`config.mk`:
```
export PLATFORM = sky130hd
export DESIGN_NAME = dma_csr_top
export DESIGN_NICKNAME = d
export VERILOG_FILES = /design/src/verilog/dma_csr_pkg.sv /design/src/verilog/apb_csr_port.sv /design/src/verilog/dma_csr_regs.sv /design/src/verilog/dma_perf_monitor.sv /design/src/verilog/dma_csr_top.sv
export VERILOG_INCLUDE_DIRS = /design/src /design/src/verilog
export SDC_FILE = /design/constraint.sdc
export NUM_CORES = 1
export LEC_CHECK = 0
export BUFFER_PORTS_ARGS = -buffer_cell sky130_fd_sc_hd__buf_2
export CAP_MARGIN = 20
export CORE_UTILIZATION = 35
export DETAILED_ROUTE_END_ITERATION = 8
export PLACE_DENSITY_LB_ADDON = 0.08
export SYNTH_ARGS = -nofsm -noshare
export SYNTH_HDL_FRONTEND = slang
export SYNTH_SLANG_ARGS = --single-unit
```
`constraint.sdc`:
```
create_clock -name clk -period 16.6 [get_ports clk]
set_input_delay 1.66 -clock clk [delete_from_list [all_inputs] [get_ports clk]]
set_output_delay 1.66 -clock clk [all_outputs]
set_load 0.02 [all_outputs]
```
`src/verilog/dma_csr_defs.svh`:
```
// --------------------------------------------------------------------------
// Register map of the DMA control and status block: word indices, bit
// positions inside the control and length words, and identification values.
// Included by every RTL and bench file that names a register or a field.
// --------------------------------------------------------------------------
`ifndef DMA_CSR_DEFS_SVH
`define DMA_CSR_DEFS_SVH

// Implemented words, higher indices complete with pslverr
`define DMA_CSR_NUM_REGS    11

// Word indices
`define DMA_REG_ID          4'd0
`define DMA_REG_CTRL        4'd1
`define DMA_REG_WR_ADDR     4'd2
`define DMA_REG_WR_LEN      4'd3
`define DMA_REG_WR_COUNT    4'd4
`define DMA_REG_RD_ADDR     4'd5
`define DMA_REG_RD_LEN      4'd6
`define DMA_REG_RD_COUNT    4'd7
`define DMA_REG_WR_PERF     4'd8    // Read only
`define DMA_REG_RD_PERF     4'd9    // Read only
`define DMA_REG_CPLD_SIZE   4'd10   // Read only

// Identification word contents
`define DMA_VERSION         8'h16
`define DMA_IF_TYPE         4'h2
`define DMA_FPGA_FAMILY     8'h14
`define DMA_ID_INIT_RST     0       // Initiator reset, the only writable bit

// Control word
`define DMA_CTRL_WR_START   0
`define DMA_CTRL_WR_INT_DIS 7
`define DMA_CTRL_WR_DONE    8       // Status from the write engine
`define DMA_CTRL_RD_START   16
`define DMA_CTRL_RD_INT_DIS 23
`define DMA_CTRL_RD_DONE    24      // Sticky completion flag

// Length word
`define DMA_LEN_LEN_MSB     15
`define DMA_LEN_LEN_LSB     0
`define DMA_LEN_TC_MSB      18
`define DMA_LEN_TC_LSB      16
`define DMA_LEN_64B         19
`define DMA_LEN_UPA_MSB     31
`define DMA_LEN_UPA_LSB     24

`endif

```
`src/verilog/dma_csr_pkg.sv`:
```
// --------------------------------------------------------------------------
// Shared types of the DMA CSR block: meaningful vector widths, the APB
// request and response, the internal register access and the descriptors.
// --------------------------------------------------------------------------
package dma_csr_pkg;

    typedef logic [31:0] csr_word_t;
    typedef logic [3:0]  csr_index_t;
    typedef logic [15:0] dw_len_t;      // Transfer length in dwords
    typedef logic [2:0]  tlp_tc_t;
    typedef logic [20:0] cpld_size_t;   // Up to 2M dwords

    typedef struct packed {
        logic      psel;
        logic      penable;
        logic      pwrite;
        csr_word_t paddr;
        csr_word_t pwdata;
    } apb_req_t;

    typedef struct packed {
        csr_word_t prdata;
        logic      pready;
        logic      pslverr;
    } apb_rsp_t;

    // One register access from the APB port
    typedef struct packed {
        logic       valid;
        logic       write;
        csr_index_t index;
        csr_word_t  wdata;
    } csr_access_t;

    typedef struct packed {
        csr_word_t  addr;
        dw_len_t    len;
        tlp_tc_t    tc;
        logic       en_64b;
        logic [7:0] up_addr;
        csr_word_t  count;     // Packets per run
        logic       start;
        logic       int_dis;
    } dma_desc_t;

    typedef struct packed {
        dma_desc_t wr;
        dma_desc_t rd;
    } dma_ctrl_t;

    typedef struct packed {
        csr_word_t  wr_cycles;
        csr_word_t  rd_cycles;
        cpld_size_t cpld_size;
        logic       rd_done;
    } perf_status_t;

endpackage

```
`src/verilog/apb_csr_port.sv`:
```
// --------------------------------------------------------------------------
// APB slave front end of the CSR block. Every transfer gets one wait state.
// The setup cycle is turned into a one-cycle register access, and the
// registered read word comes back with pready in the second access cycle.
// --------------------------------------------------------------------------
`timescale 1ns/1ps
`include "dma_csr_defs.svh"

module apb_csr_port (
    input  logic                     clk,
    input  logic                     rst_n,
    input  dma_csr_pkg::apb_req_t    apb_req_i,
    output dma_csr_pkg::apb_rsp_t    apb_rsp_o,
    output dma_csr_pkg::csr_access_t access_o,
    input  dma_csr_pkg::csr_word_t   rdata_i
);

    dma_csr_pkg::csr_index_t index_w;
    logic                    setup_w;
    logic                    first_acc_w;
    logic                    in_range_w;

    logic                    acc_valid_q;
    logic                    acc_write_q;
    dma_csr_pkg::csr_index_t acc_index_q;
    dma_csr_pkg::csr_word_t  acc_wdata_q;
    logic                    pready_q;
    logic                    slverr_q;

    assign index_w     = apb_req_i.paddr[5:2];  // Byte address to word index
    assign setup_w     = apb_req_i.psel & ~apb_req_i.penable;
    assign first_acc_w = apb_req_i.psel & apb_req_i.penable & ~pready_q;
    assign in_range_w  = index_w < dma_csr_pkg::csr_index_t'(`DMA_CSR_NUM_REGS);

    // ------------------------------------------------------------------------
    // Phase tracking
    // ------------------------------------------------------------------------
    always_ff @(posedge clk) begin
        if (!rst_n) begin
            acc_valid_q <= 1'b0;
            pready_q    <= 1'b0;
            slverr_q    <= 1'b0;
        end else begin
            acc_valid_q <= setup_w & in_range_w;  // No strobe for bad indices
            pready_q    <= first_acc_w;           // Wait state, then ready
            if (setup_w) begin
                slverr_q <= ~in_range_w;
            end
        end
    end

    // Access payload, captured in the setup cycle
    always_ff @(posedge clk) begin
        if (setup_w) begin
            acc_write_q <= apb_req_i.pwrite;
            acc_index_q <= index_w;
            acc_wdata_q <= apb_req_i.pwdata;
        end
    end

    assign access_o = '{
        valid: acc_valid_q,
        write: acc_write_q,
        index: acc_index_q,
        wdata: acc_wdata_q
    };

    // ------------------------------------------------------------------------
    // Response
    // ------------------------------------------------------------------------
    assign apb_rsp_o.prdata  = (pready_q && !slverr_q) ? rdata_i : '0;
    assign apb_rsp_o.pready  = pready_q;
    assign apb_rsp_o.pslverr = pready_q & slverr_q;

endmodule

```
`src/verilog/dma_csr_regs.sv`:
```
// --------------------------------------------------------------------------
// Register storage of the DMA CSR block. Accesses from the APB port load
// the read word on the strobe edge and commit writes one edge later, which
// is the edge that completes the APB transfer.
// --------------------------------------------------------------------------
`timescale 1ns/1ps
`include "dma_csr_defs.svh"

module dma_csr_regs (
    input  logic                      clk,
    input  logic                      rst_n,
    input  dma_csr_pkg::csr_access_t  access_i,
    output dma_csr_pkg::csr_word_t    rdata_o,
    input  logic                      mwr_done_i,
    input  dma_csr_pkg::perf_status_t perf_i,
    output dma_csr_pkg::dma_ctrl_t    dma_ctrl_o,
    output logic                      init_rst_o
);

    dma_csr_pkg::dma_ctrl_t  ctrl_q;
    logic                    init_rst_q;
    logic                    wr_pend_q;
    dma_csr_pkg::csr_index_t wr_index_q;
    dma_csr_pkg::csr_word_t  wr_data_q;
    dma_csr_pkg::csr_word_t  rdata_q;
    dma_csr_pkg::csr_word_t  id_word_w;
    dma_csr_pkg::csr_word_t  ctrl_word_w;
    dma_csr_pkg::csr_word_t  rdata_w;

    // Pack the length word of a descriptor
    function automatic dma_csr_pkg::csr_word_t len_word(
        input dma_csr_pkg::dma_desc_t d
    );
        dma_csr_pkg::csr_word_t w;
        w = '0;
        w[`DMA_LEN_LEN_MSB:`DMA_LEN_LEN_LSB] = d.len;
        w[`DMA_LEN_TC_MSB:`DMA_LEN_TC_LSB]   = d.tc;
        w[`DMA_LEN_64B]                      = d.en_64b;
        w[`DMA_LEN_UPA_MSB:`DMA_LEN_UPA_LSB] = d.up_addr;
        return w;
    endfunction

    // Load the length word fields, other fields untouched
    function automatic dma_csr_pkg::dma_desc_t set_len(
        input dma_csr_pkg::dma_desc_t d,
        input dma_csr_pkg::csr_word_t w
    );
        dma_csr_pkg::dma_desc_t r;
        r         = d;
        r.len     = w[`DMA_LEN_LEN_MSB:`DMA_LEN_LEN_LSB];
        r.tc      = w[`DMA_LEN_TC_MSB:`DMA_LEN_TC_LSB];
        r.en_64b  = w[`DMA_LEN_64B];
        r.up_addr = w[`DMA_LEN_UPA_MSB:`DMA_LEN_UPA_LSB];
        return r;
    endfunction

    // ------------------------------------------------------------------------
    // Write path
    // ------------------------------------------------------------------------
    always_ff @(posedge clk) begin
        if (!rst_n) begin
            wr_pend_q <= 1'b0;
        end else begin
            wr_pend_q <= access_i.valid & access_i.write;
        end
    end

    always_ff @(posedge clk) begin
        if (access_i.valid) begin
            wr_index_q <= access_i.index;
            wr_data_q  <= access_i.wdata;
            rdata_q    <= rdata_w;         // Word as it was before the write
        end
    end

    always_ff @(posedge clk) begin
        if (!rst_n) begin
            ctrl_q     <= '0;
            init_rst_q <= 1'b0;
        end else begin
            if (wr_pend_q) begin
                case (wr_index_q)
                    `DMA_REG_ID:       init_rst_q <= wr_data_q[`DMA_ID_INIT_RST];
                    `DMA_REG_CTRL: begin
                        ctrl_q.wr.start   <= wr_data_q[`DMA_CTRL_WR_START];
                        ctrl_q.wr.int_dis <= wr_data_q[`DMA_CTRL_WR_INT_DIS];
                        ctrl_q.rd.start   <= wr_data_q[`DMA_CTRL_RD_START];
                        ctrl_q.rd.int_dis <= wr_data_q[`DMA_CTRL_RD_INT_DIS];
                    end
                    `DMA_REG_WR_ADDR:  ctrl_q.wr.addr  <= wr_data_q;
                    `DMA_REG_WR_LEN:   ctrl_q.wr       <= set_len(ctrl_q.wr, wr_data_q);
                    `DMA_REG_WR_COUNT: ctrl_q.wr.count <= wr_data_q;
                    `DMA_REG_RD_ADDR:  ctrl_q.rd.addr  <= wr_data_q;
                    `DMA_REG_RD_LEN:   ctrl_q.rd       <= set_len(ctrl_q.rd, wr_data_q);
                    `DMA_REG_RD_COUNT: ctrl_q.rd.count <= wr_data_q;
                    default: ;                     // Status words ignore writes
                endcase
            end
            // Initiator reset holds both engines stopped
            if (init_rst_q) begin
                ctrl_q.wr.start <= 1'b0;
                ctrl_q.rd.start <= 1'b0;
            end
        end
    end

    // ------------------------------------------------------------------------
    // Read path
    // ------------------------------------------------------------------------
    assign id_word_w = {`DMA_FPGA_FAMILY, 4'h0, `DMA_IF_TYPE, `DMA_VERSION,
                        7'h0, init_rst_q};

    always_comb begin
        ctrl_word_w = '0;
        ctrl_word_w[`DMA_CTRL_WR_START]   = ctrl_q.wr.start;
        ctrl_word_w[`DMA_CTRL_WR_INT_DIS] = ctrl_q.wr.int_dis;
        ctrl_word_w[`DMA_CTRL_WR_DONE]    = mwr_done_i;
        ctrl_word_w[`DMA_CTRL_RD_START]   = ctrl_q.rd.start;
        ctrl_word_w[`DMA_CTRL_RD_INT_DIS] = ctrl_q.rd.int_dis;
        ctrl_word_w[`DMA_CTRL_RD_DONE]    = perf_i.rd_done;
    end

    always_comb begin
        case (access_i.index)
            `DMA_REG_ID:        rdata_w = id_word_w;
            `DMA_REG_CTRL:      rdata_w = ctrl_word_w;
            `DMA_REG_WR_ADDR:   rdata_w = ctrl_q.wr.addr;
            `DMA_REG_WR_LEN:    rdata_w = len_word(ctrl_q.wr);
            `DMA_REG_WR_COUNT:  rdata_w = ctrl_q.wr.count;
            `DMA_REG_RD_ADDR:   rdata_w = ctrl_q.rd.addr;
            `DMA_REG_RD_LEN:    rdata_w = len_word(ctrl_q.rd);
            `DMA_REG_RD_COUNT:  rdata_w = ctrl_q.rd.count;
            `DMA_REG_WR_PERF:   rdata_w = perf_i.wr_cycles;
            `DMA_REG_RD_PERF:   rdata_w = perf_i.rd_cycles;
            `DMA_REG_CPLD_SIZE: rdata_w = {11'h0, perf_i.cpld_size};
            default:            rdata_w = '0;
        endcase
    end

    assign rdata_o    = rdata_q;
    assign dma_ctrl_o = ctrl_q;
    assign init_rst_o = init_rst_q;

endmodule

```
`src/verilog/dma_perf_monitor.sv`:
```
// --------------------------------------------------------------------------
// Performance counters and read completion tracking. Each counter runs
// while its engine is started and not done. Read-done is set once the
// reported completion size equals read length times packet count.
// --------------------------------------------------------------------------
`timescale 1ns/1ps

module dma_perf_monitor (
    input  logic                      clk,
    input  logic                      rst_n,
    input  dma_csr_pkg::dma_ctrl_t    dma_ctrl_i,
    input  logic                      init_rst_i,
    input  logic                      mwr_done_i,
    input  dma_csr_pkg::cpld_size_t   cpld_data_size_i,
    output dma_csr_pkg::perf_status_t perf_o,
    output logic                      mrd_done_o
);

    localparam int NUM_DIR = 2;          // Index 0 writes, index 1 reads

    logic [NUM_DIR-1:0]      run_w;
    dma_csr_pkg::csr_word_t  cycles_q [NUM_DIR];
    logic [47:0]             expect_full_w;
    dma_csr_pkg::cpld_size_t expect_q;
    dma_csr_pkg::cpld_size_t observed_q;
    logic                    match_q;
    logic                    rd_done_q;

    assign run_w[0] = dma_ctrl_i.wr.start & ~mwr_done_i;
    assign run_w[1] = dma_ctrl_i.rd.start & ~rd_done_q;

    // ------------------------------------------------------------------------
    // Cycle counters
    // ------------------------------------------------------------------------
    for (genvar d = 0; d < NUM_DIR; d++) begin : g_cnt
        always_ff @(posedge clk) begin
            if (!rst_n) begin
                cycles_q[d] <= '0;
            end else if (init_rst_i) begin
                cycles_q[d] <= '0;
            end else if (run_w[d]) begin
                cycles_q[d] <= cycles_q[d] + 32'd1;
            end
        end
    end

    // ------------------------------------------------------------------------
    // Completion compare, three register stages
    // ------------------------------------------------------------------------
    assign expect_full_w = dma_ctrl_i.rd.len * dma_ctrl_i.rd.count;

    always_ff @(posedge clk) begin
        if (!rst_n || init_rst_i) begin
            expect_q   <= '0;
            observed_q <= '0;
            match_q    <= 1'b0;
        end else begin
            expect_q   <= expect_full_w[20:0];    // Truncated to 2M dwords
            observed_q <= cpld_data_size_i;
            match_q    <= (expect_q == observed_q);
        end
    end

    // Sticky until the next initiator reset
    always_ff @(posedge clk) begin
        if (!rst_n || init_rst_i) begin
            rd_done_q <= 1'b0;
        end else if (dma_ctrl_i.rd.start && match_q) begin
            rd_done_q <= 1'b1;
        end
    end

    assign perf_o = '{
        wr_cycles: cycles_q[0],
        rd_cycles: cycles_q[1],
        cpld_size: observed_q,
        rd_done:   rd_done_q
    };
    assign mrd_done_o = rd_done_q;

endmodule

```
`src/verilog/dma_csr_top.sv`:
```
// --------------------------------------------------------------------------
// Top level of the DMA CSR block. APB port, register file and performance
// monitor, with the descriptors and the initiator reset brought out to the
// DMA engines.
// --------------------------------------------------------------------------
`timescale 1ns/1ps

module dma_csr_top (
    input  logic                    clk,
    input  logic                    rst_n,
    input  dma_csr_pkg::apb_req_t   apb_req_i,
    output dma_csr_pkg::apb_rsp_t   apb_rsp_o,
    input  logic                    mwr_done_i,
    input  dma_csr_pkg::cpld_size_t cpld_data_size_i,
    output dma_csr_pkg::dma_ctrl_t  dma_ctrl_o,
    output logic                    init_rst_o,
    output logic                    mrd_done_o
);

    dma_csr_pkg::csr_access_t  access_w;
    dma_csr_pkg::csr_word_t    rdata_w;
    dma_csr_pkg::perf_status_t perf_w;

    apb_csr_port u_port (
        .clk       (clk),
        .rst_n     (rst_n),
        .apb_req_i (apb_req_i),
        .apb_rsp_o (apb_rsp_o),
        .access_o  (access_w),
        .rdata_i   (rdata_w)
    );

    dma_csr_regs u_regs (
        .clk        (clk),
        .rst_n      (rst_n),
        .access_i   (access_w),
        .rdata_o    (rdata_w),
        .mwr_done_i (mwr_done_i),
        .perf_i     (perf_w),
        .dma_ctrl_o (dma_ctrl_o),
        .init_rst_o (init_rst_o)
    );

    dma_perf_monitor u_perf (
        .clk              (clk),
        .rst_n            (rst_n),
        .dma_ctrl_i       (dma_ctrl_o),
        .init_rst_i       (init_rst_o),
        .mwr_done_i       (mwr_done_i),
        .cpld_data_size_i (cpld_data_size_i),
        .perf_o           (perf_w),
        .mrd_done_o       (mrd_done_o)
    );

endmodule

```
==> impl_metrics.csv, run 1 <==
group,metric,value,unit
sta,slew_viol_final,0,
min_path,hp-class,"flip-flop to flip-flop",
sta,tns,0,ns
yosys,synth_area_leaders,"edfxtp_1 (22%), dfxtp_1 (21%), fa_1 (13%)",
worst_setup_path,reg2reg_slack,10.43,ns
yosys,synth-warning-count,0,
cells_and_area,design_area,0.0270,mm2
worst_setup_path,crit_start,"u_regs.dma_ctrl_o[47]$_SDFFE_PN0P_",
yosys,netlist-cell-type-count,56,
place,hpwlAfterDp,61.5,mm
worst_setup_path,start_kind,"flip-flop",
cells_and_area,drive_above_1_share,0.169,
cells_and_area,area_growth,17.4,%
job,cap_violations,0,
sta,finClkSkew,0.0302,ns
die,start_util,0.356,
worst_setup_path,slowest_delay,0.71,ns
cells_and_area,seq_area,0.00982,mm2
worst_setup_path,crit_chain,"buf_4, nand2_1, fa_1, fa_1, inv_1, fa_1, inv_1, fa_1, fa_1, fa_1, inv_1, ha_1, a21o_1, a21oi_1, a2bb2oi_1, o31ai_1, a31oi_1, xor2_1, nor2_1",
place,dpl_worst_slack,10.35,ns
grt,grt_pass1_vias,18500,
worst_setup_path,worstPathRequired,17.06,ns
yosys,synth_ff_type,"dfxtp_1",
yosys,netlist_area,0.0230,mm2
cells_and_area,finalNetCount,2909,
worst_setup_path,crit_slowest_cell,"dfxtp_1",
cells_and_area,fillers,6514,
place,portBuffers,286,
routing,vias,18500,
grt,grt_pass1_wl,127,mm
sta,period_needed,6.17,ns
clock_network,clock_tree.root_cell,"clkbuf_16",
sta,setup_viol,0,
sta,worstMarginPinSlew,1.19,ns
clock_network,cts_hold_buf,0,
worst_setup_path,worstSetupPathType,"flip-flop to flip-flop",
yosys,yosysSeqAreaShare,0.426,
yosys,synth_top_area_frac,0.220,
cells_and_area,multi_input_area,0.0120,mm2
sta,rsz0062_at_grt,"false",
routing,wl,86.5,mm
clock_network,clkTransAtPathRegs,0.06,ns
clock_network,cts.repair.resized,0,
clock_network,cts.sinks,406,
clock_network,cts_setup_buffers,0,
sta,fmax,162,MHz
sta,hold_viol,0,
yosys,synth_cells,2368,
yosys,yosysMostFrequentCell,"nand2_1",
sta,post-route-period-util,0.372,
die,fp-row-count,93,
routing,ant_nets,0,
outcome,status,"completed",
grt,grt_use_total,0.258,
worst_setup_path,end_kind,"flip-flop",
sta,setup_slack,10.43,ns
clock_network,cts_buffers,46,
yosys,synthArstFlopShare,0,
yosys,yosys_register_bits,406,
clock_network,cts_tree,"built",
yosys,synth_edf_count,169,
yosys,avgSynthCellArea,9.73,um2
power,cellPowerDensity,81.5,mW/mm2
worst_setup_path,reg2reg_depth,19,
power,peakVddDrop,0.0000699,V
routing,wl_per_cell,24.7,um
grt,grt_max_degree,119,
worst_setup_path,r2r-start,"u_regs.dma_ctrl_o[47]$_SDFFE_PN0P_",
yosys,synthTopCellsByCount,"nand2_1 (520), dfxtp_1 (237), inv_1 (191)",
worst_setup_path,crit_end,"u_perf.expect_q[18]$_SDFF_PP0_",
die,die_x,259,um
place,place_area,0.0254,mm2
worst_setup_path,cp.arrival,6.63,ns
clock_network,htree_num_levels,2,
die,die_area,0.0668,mm2
power,leakagePower,10.8,nW
worst_setup_path,critPathMostFrequentCell,"fa_1",
routing,drc_errors,0,
routing,via_per_inst,5.27,
clock_network,cts_buffer_depth,3,
worst_setup_path,path_max_fanout,13,
routing,drt_iter0_drc,1597,
die,io_pins,315,
worst_setup_path,r2r-end,"u_perf.expect_q[18]$_SDFF_PP0_",
die,die_height,259,um
die,core,0.0647,mm2
routing,drtPass1Iterations,5,
place,place.gp.congestion,0.877,
sta,slew_headroom,0.206,
yosys,post-synth-top-area-cell,"edfxtp_1",
grt,antenna_found_initial,1,
grt,grt-ovfl-total,0,
yosys,synth_fp_nets,2665,
clock_network,worstSkewPairLatency,0.60,ns
-- cell type report --
type                    count  area share
diodes                      3    0.000278
multi-input cells        1630       0.445
flip-flops and latches    406       0.363
inverters                 191      0.0265
well taps                 855      0.0396
clock inverters            17     0.00574
repair buffers            337      0.0691
clock buffers              69      0.0503
-- stage by stage --
stage | hold slack [ns] | total power [mW] | cells | utilization
global placement | 0.404 | 1.19 | 3415 | 0.393
global route | 0.414 | 2.27 | 3505 | 0.418
finish | 0.412 | 2.20 | 3508 | 0.418
floorplan | 0.400 | 1.14 | 2368 | -
detailed placement | 0.405 | 1.19 | 3415 | 0.393
CTS | 0.415 | 2.22 | 3501 | 0.417
-- where the power goes --
part | switching, mW | internal (mW) | total (mW)
registers | 0.0330 | 1.06 | 1.09
logic | 0.0454 | 0.0278 | 0.0732
clock network | 0.436 | 0.601 | 1.04
total | 0.514 | 1.69 | 2.20
-- state kept, by name, summed over array words and instances, names as in the netlist, 4 cells and up --
| name | count |
|---|---|
| u_regs.rdata_o | 32 |
| u_regs.dma_ctrl_o | 188 |
| u_perf.observed_q | 21 |
| u_perf.cycles_q | 64 |
| u_regs.wr_index_q | 4 |
| u_regs.wr_data_q | 32 |
| u_port.acc_index_q | 4 |
| u_perf.expect_q | 21 |
| u_port.acc_wdata_q | 32 |
-- critical path: cells and delay by family, from the launching register on --
family,cells,cell delay (ns)
compound gates,5,0.93
xor+xnor,1,0.26
flops,1,0.71
simple gates,2,0.18
buf+inv,4,0.50
fa+ha+maj,7,3.47
-- metal layers --
layer,track usage,share of wire
met1,0.373,0.45
met2,0.394,0.44
met3,0.0449,0.076
met4,0.0764,0.028
met5,0,0
-- logic make-up (layout without fill, tap and decap cells) --
group	count (synthesis)	count (layout)	share of synthesized area
XOR/XNOR	116	116	0.0447
other	0	3	0
buffers and inverters	332	614	0.0549
flip-flops	406	406	0.426
AO/OA/AOI/OAI	376	376	0.123
multiplexers	4	4	0.00174
adder cells (fa/ha/maj)	206	206	0.161
AND/OR/NAND/NOR	928	928	0.188
-- cells in the final DEF (no fill, tap or decap), drive strengths merged, types with 6 or more instances in the layout --
cell type,count
dfxtp,237
nand4,28
and4,6
nor3,19
buf,337
inv,193
nand2b,8
clkinv,12
and2,158
edfxtp,169
ha,56
nand3,47
clkbuf,69
o21ai,16
xor2,61
nor2b,6
or3,10
nor2,96
a21oi,28
a22o,23
fa,150
nand2,520
a22oi,58
and3,9
a222oi,18
a21boi,186
xnor2,54
nor4,7
a221oi,24
-- worst min path at each step --
stage	from	endpoint	slack, ns	cells past startpoint
floorplan	u_port.acc_wdata_q[0]$_DFFE_PP_	u_regs.wr_data_q[0]$_DFFE_PP_	0.40	0
global placement	u_port.acc_wdata_q[6]$_DFFE_PP_	u_regs.wr_data_q[6]$_DFFE_PP_	0.40	0
detailed placement	u_port.acc_wdata_q[1]$_DFFE_PP_	u_regs.wr_data_q[1]$_DFFE_PP_	0.40	0
CTS	u_port.acc_wdata_q[30]$_DFFE_PP_	u_regs.wr_data_q[30]$_DFFE_PP_	0.42	0
global route	u_port.acc_wdata_q[31]$_DFFE_PP_	u_regs.wr_data_q[31]$_DFFE_PP_	0.41	0
finish	u_port.acc_wdata_q[30]$_DFFE_PP_	u_regs.wr_data_q[30]$_DFFE_PP_	0.41	0
Note: power is estimated with default switching activity, not from simulation.
==> run 2, diff against run 1 <==
clock period = 6.4 ns   (was 16.6 ns; I/O delays follow)
==> impl_metrics.csv, run 2 (synthesized netlist as in run 1, its figures left out) <==
group,metric,value,unit
outcome,status,"completed",
min_path,hp-class,"primary input to flip-flop",
grt,grtUsageMet2,0.383,
place,portBuffers,286,
power,leakagePower,10.9,nW
power,switching_share,0.232,
die,die_area,0.0668,mm2
routing,drt_iter0_drc,1897,
clock_network,cts_buffer_depth,3,
sta,period_needed,6.08,ns
min_path,whs_path_depth,1,
sta,setup_viol,0,
power,p_clk_frac,0.461,
worst_setup_path,start_kind,"flip-flop",
place,place.gp.congestion,0.863,
grt,grt_use_total,0.260,
die,die_x,259,um
power,cellPowerDensity,207,mW/mm2
die,io_pins,315,
die,die_height,259,um
die,start_util,0.356,
power,pwr-share-seq,0.504,
sta,post-route-period-util,0.951,
routing,drc_errors,0,
worst_setup_path,path_max_fanout,11,
die,core,0.0647,mm2
sta,finClkSkew,0.0303,ns
sta,worstMarginPinSlew,1.08,ns
clock_network,htree_num_levels,2,
sta,slew_viol_final,0,
routing,wl_per_cell,24.8,um
clock_network,clock_tree.root_cell,"clkbuf_16",
power,p_sw,1.30,mW
worst_setup_path,worstPathRequired,6.84,ns
worst_setup_path,worstSetupPathType,"flip-flop to flip-flop",
clock_network,cts_setup_buffers,0,
grt,grt-ovfl-total,0,
routing,ant_nets,0,
worst_setup_path,reg2reg_slack,0.32,ns
cells_and_area,final_cells,3516,
job,cap_violations,0,
clock_network,cts.sinks,406,
place,hpwlAfterDp,63.3,mm
grt,met1_usage,0.378,
grt,busiest_layer,"met2",
sta,slew_headroom,0.273,
sta,hold_viol,0,
power,internal-power,4.32,mW
clock_network,worstSkewPairLatency,0.59,ns
cells_and_area,finalNetCount,2922,
worst_setup_path,r2r-end,"u_perf.expect_q[20]$_SDFF_PP0_",
cells_and_area,mostFrequentLayoutCells,"nand2_1 (520), buf_2 (285), dfxtp_1 (235)",
power,power_frac_comb,0.035,
clock_network,clkTransAtPathRegs,0.06,ns
clock_network,cts_buffers,44,
sta,fmax,164,MHz
grt,antenna_found_initial,2,
die,fp-row-count,93,
clock_network,cts_tree,"built",
routing,vias,18600,
worst_setup_path,reg2reg_depth,20,
cells_and_area,fillers,6387,
min_path,hold_start,"apb_req_i[3]",
worst_setup_path,r2r-start,"u_regs.dma_ctrl_o[7]$_SDFFE_PN0P_",
cells_and_area,largest_reg_flops,188,
grt,grt_max_degree,92,
power,peakVddDrop,0.000211,V
grt,grt_pass1_vias,18300,
min_path,whs_endpoint,"u_port.acc_wdata_q[3]$_DFFE_PP_",
grt,grtUsageMet3,0.0523,
place,placed_cells,3431,
sta,rsz0062_at_grt,"false",
routing,wl,87.1,mm
worst_setup_path,cp.arrival,6.52,ns
worst_setup_path,end_kind,"flip-flop",
sta,tns,0,ns
cells_and_area,drive_above_1_share,0.173,
routing,via_per_inst,5.29,
cells_and_area,final_common_cell,"nand2_1",
cells_and_area,area_growth,17.7,%
grt,grt_pass1_wl,127,mm
routing,drtPass1Iterations,9,
==> run 2: area by class of cell <==
class | count | area [um2] | area share
Antenna cell | 1 | 2.50 | 0.0000923
Clock buffer | 62 | 1250 | 0.0462
Clock inverter | 19 | 189 | 0.00697
Inverter | 191 | 717 | 0.0265
Multi-Input combinational cell | 1630 | 12000 | 0.444
Sequential cell | 406 | 9820 | 0.362
Tap cell | 855 | 1070 | 0.0395
Timing Repair Buffer | 352 | 2010 | 0.0741
==> run 2: how the worst max path moves through the flow <==
stage                                            start                        endpoint  cells after the start
detailed placement   u_regs.dma_ctrl_o[9]$_SDFFE_PN0P_  u_perf.expect_q[20]$_SDFF_PP0_                     19
CTS                  u_regs.dma_ctrl_o[9]$_SDFFE_PN0P_  u_perf.expect_q[20]$_SDFF_PP0_                     19
floorplan           u_regs.dma_ctrl_o[48]$_SDFFE_PN0P_  u_perf.expect_q[20]$_SDFF_PP0_                     20
global placement     u_regs.dma_ctrl_o[9]$_SDFFE_PN0P_  u_perf.expect_q[20]$_SDFF_PP0_                     19
global route        u_regs.dma_ctrl_o[53]$_SDFFE_PN0P_  u_perf.expect_q[20]$_SDFF_PP0_                     19
finish               u_regs.dma_ctrl_o[7]$_SDFFE_PN0P_  u_perf.expect_q[20]$_SDFF_PP0_                     20
==> run 2: power by group through the flow <==
stage	registers [mW]	logic (mW)	clock network [mW]
2_1_floorplan	2.85	0.108	0
3_3_place_gp	2.89	0.186	0
3_5_place_dp	2.89	0.187	0
4_1_cts	2.84	0.188	2.64
5_1_grt	2.84	0.211	2.74
6_report	2.83	0.198	2.59
==> run 2: per-layer routing <==
layer,up-vias,routed length [um]
li1,8368,-
met5,-,0
met3,139,7280
met1,9235,39500
met4,0,3180
met2,843,37100
==> run 2: stage by stage <==
stage               cell area (um2)  utilization  power, mW  hold WS (ns)  worst slack [ns]
floorplan                     23000            -       2.96         0.400             0.677
global placement              25600        0.395       3.08         0.402             0.393
detailed placement            25600        0.395       3.08         0.405             0.273
CTS                           27000        0.418       5.67         0.193             0.245
global route                  27100        0.419       5.79         0.204            0.0351
finish                        27100        0.419       5.62         0.229             0.315
==> run 2: what timing repair did <==
item                                    in CTS  in global routing
endpoints found under the setup margin       0                  2
resized for setup                            0                  1
hold endpoints to repair                     0                  0
hold buffers                                 0                  0
==> run 2: worst max-delay path, cell delays in order, from the launching register on <==
cell and delay [ns]:
dfxtp_1 0.68, buf_4 0.36, and2_1 0.19, fa_1 0.41
inv_1 0.08, fa_1 0.43, fa_1 0.50, fa_1 0.56
inv_1 0.06, fa_1 0.48, inv_1 0.06, fa_1 0.50
inv_1 0.05, ha_1 0.22, a21o_1 0.19, a21oi_1 0.18
a2bb2oi_1 0.20, o31ai_1 0.14, a221oi_1 0.46, xnor2_1 0.17
nor2_1 0.05
==> run 3, diff against run 2 <==
--- a/config.mk
+++ b/config.mk
@@ -12,4 +12,5 @@
 export DETAILED_ROUTE_END_ITERATION = 8
 export PLACE_DENSITY_LB_ADDON = 0.08
+export SETUP_SLACK_MARGIN = 0.1
 export SYNTH_ARGS = -nofsm -noshare
 export SYNTH_HDL_FRONTEND = slang
==> constraint.sdc (replaced) <==
create_clock -name clk -period 6.4 [get_ports clk]
set_input_delay 0.64 -clock clk [delete_from_list [all_inputs] [get_ports clk]]
set_output_delay 0.64 -clock clk [all_outputs]
set_load 0.05 [all_outputs]
==> impl_metrics.csv, run 3 (synthesized netlist as in run 1, its figures left out) <==
group,metric,value,unit
outcome,status,"completed",
place,hpwlAfterDp,63.3,mm
cells_and_area,largest_reg_flops,188,
worst_setup_path,reg2reg_slack,0.32,ns
sta,tns,0,ns
power,cellPowerDensity,208,mW/mm2
place,place_area,0.0256,mm2
worst_setup_path,worstSetupPathType,"flip-flop to flip-flop",
clock_network,cts.sinks,406,
routing,drc_errors,0,
grt,antenna_found_initial,2,
power,peakVddDrop,0.000211,V
die,fp-row-count,93,
sta,finClkSkew,0.0303,ns
die,start_util,0.356,
job,cap_violations,0,
power,power.total,5.64,mW
cells_and_area,fin_util,0.419,
clock_network,htree_num_levels,2,
power,leakagePower,10.9,nW
min_path,hp-class,"primary input to flip-flop",
clock_network,cts_setup_buffers,0,
cells_and_area,fillers,6385,
sta,fmax,164,MHz
sta,post-route-period-util,0.950,
worst_setup_path,crit_start,"u_regs.dma_ctrl_o[11]$_SDFFE_PN0P_",
sta,rsz0062_at_grt,"true",
die,io_pins,315,
grt,grt_use_total,0.260,
clock_network,cts_buffers,44,
grt,grt_pass1_vias,18300,
sta,setup_viol,0,
grt,grt-ovfl-total,0,
clock_network,cts_buffer_depth,3,
place,portBuffers,286,
routing,drt-met1-wl,39.5,mm
routing,via_per_inst,5.29,
cells_and_area,final_common_cell,"nand2_1",
cells_and_area,design_area,0.0271,mm2
clock_network,cts_tree,"built",
routing,ant_nets,0,
clock_network,clkTransAtPathRegs,0.06,ns
die,die_x,259,um
worst_setup_path,cp.arrival,6.52,ns
worst_setup_path,start_kind,"flip-flop",
die,die_area,0.0668,mm2
routing,wl_per_cell,24.8,um
routing,vias,18600,
worst_setup_path,worstPathRequired,6.84,ns
cells_and_area,finalNetCount,2922,
cells_and_area,mostFrequentLayoutCells,"nand2_1 (520), buf_2 (285), dfxtp_1 (232)",
clock_network,cts_hold_buf,0,
sta,slew_viol_final,0,
worst_setup_path,path_max_fanout,12,
worst_setup_path,end_kind,"flip-flop",
worst_setup_path,crit_end,"u_perf.expect_q[20]$_SDFF_PP0_",
clock_network,worstSkewPairLatency,0.59,ns
routing,wl,87.1,mm
routing,route.met3.wl,7.28,mm
worst_setup_path,reg2reg_depth,18,
sta,slew_headroom,0.273,
cells_and_area,drive_above_1_share,0.174,
place,place.gp.congestion,0.863,
die,core,0.0647,mm2
routing,drt_iter0_drc,1897,
die,die_height,259,um
worst_setup_path,r2r-start,"u_regs.dma_ctrl_o[11]$_SDFFE_PN0P_",
grt,grt_max_degree,92,
sta,worstMarginPinSlew,1.08,ns
routing,maxUsedRoutingLayer,"met4",
routing,wl_met2,37.1,mm
routing,drtPass1Iterations,9,
grt,grt_pass1_wl,127,mm
cells_and_area,area_growth,17.7,%
clock_network,clock_tree.root_cell,"clkbuf_16",
sta,hold_viol,0,
clock_network,cts.repair.resized,0,
sta,period_needed,6.08,ns
worst_setup_path,r2r-end,"u_perf.expect_q[20]$_SDFF_PP0_",
-- run 3: cell counts in the layout (fill, tap and decap cells not counted) --
No cell type changed its count.
-- run 3: worst min-delay path by stage --
stage                                          start  cells after the start                         endpoint
global placement    u_port.acc_wdata_q[13]$_DFFE_PP_                      0   u_regs.wr_data_q[13]$_DFFE_PP_
CTS                                     apb_req_i[2]                      1  u_port.acc_wdata_q[2]$_DFFE_PP_
finish                                  apb_req_i[3]                      1  u_port.acc_wdata_q[3]$_DFFE_PP_
global route                            apb_req_i[2]                      1  u_port.acc_wdata_q[2]$_DFFE_PP_
floorplan            u_port.acc_wdata_q[0]$_DFFE_PP_                      0    u_regs.wr_data_q[0]$_DFFE_PP_
detailed placement  u_port.acc_wdata_q[13]$_DFFE_PP_                      0   u_regs.wr_data_q[13]$_DFFE_PP_
-- run 3: power breakdown --
part           leakage, nW  switching [mW]  total, mW  internal, mW
logic                 6.62           0.136      0.211        0.0750
clock network        0.704            1.10       2.59          1.49
registers             3.55          0.0796       2.83          2.75
-- run 3: worst max-delay path: stages, from the launching register on --
cell	delay (ns)
dfxtp_1	0.81
nand2_1	0.16
fa_1	0.52
fa_1	0.55
inv_1	0.05
fa_1	0.50
inv_1	0.05
fa_1	0.56
fa_1	0.46
fa_1	0.50
inv_1	0.05
ha_1	0.35
a21o_1	0.19
a21oi_1	0.18
a2bb2oi_1	0.20
o31ai_1	0.14
a221oi_1	0.46
xnor2_1	0.17
nor2_1	0.05
-- run 3: metal layers --
metal,GRT usage,vias to the layer above
met1,0.378,9235
met5,0,-
met3,0.0523,139
met2,0.383,843
li1,-,8368
met4,0.0902,0
-- run 3: final cells by class --
class | count | area, um2 | share of cell area
antenna | 1 | 2.50 | 0.0000923
clock buffer | 62 | 1250 | 0.0462
clock inverter | 19 | 189 | 0.00697
inverter | 191 | 717 | 0.0264
multi-input combinational | 1630 | 12000 | 0.444
sequential | 406 | 9830 | 0.363
tap | 855 | 1070 | 0.0395
timing repair buffer | 352 | 2010 | 0.0741
-- run 3: metrics by stage --
stage	instances	hold WS (ns)	setup WS, ns
floorplan	2368	0.400	0.464
global placement	3430	0.402	0.393
detailed placement	3431	0.405	0.273
CTS	3512	0.193	0.245
global route	3515	0.204	0.0757
finish	3516	0.229	0.320
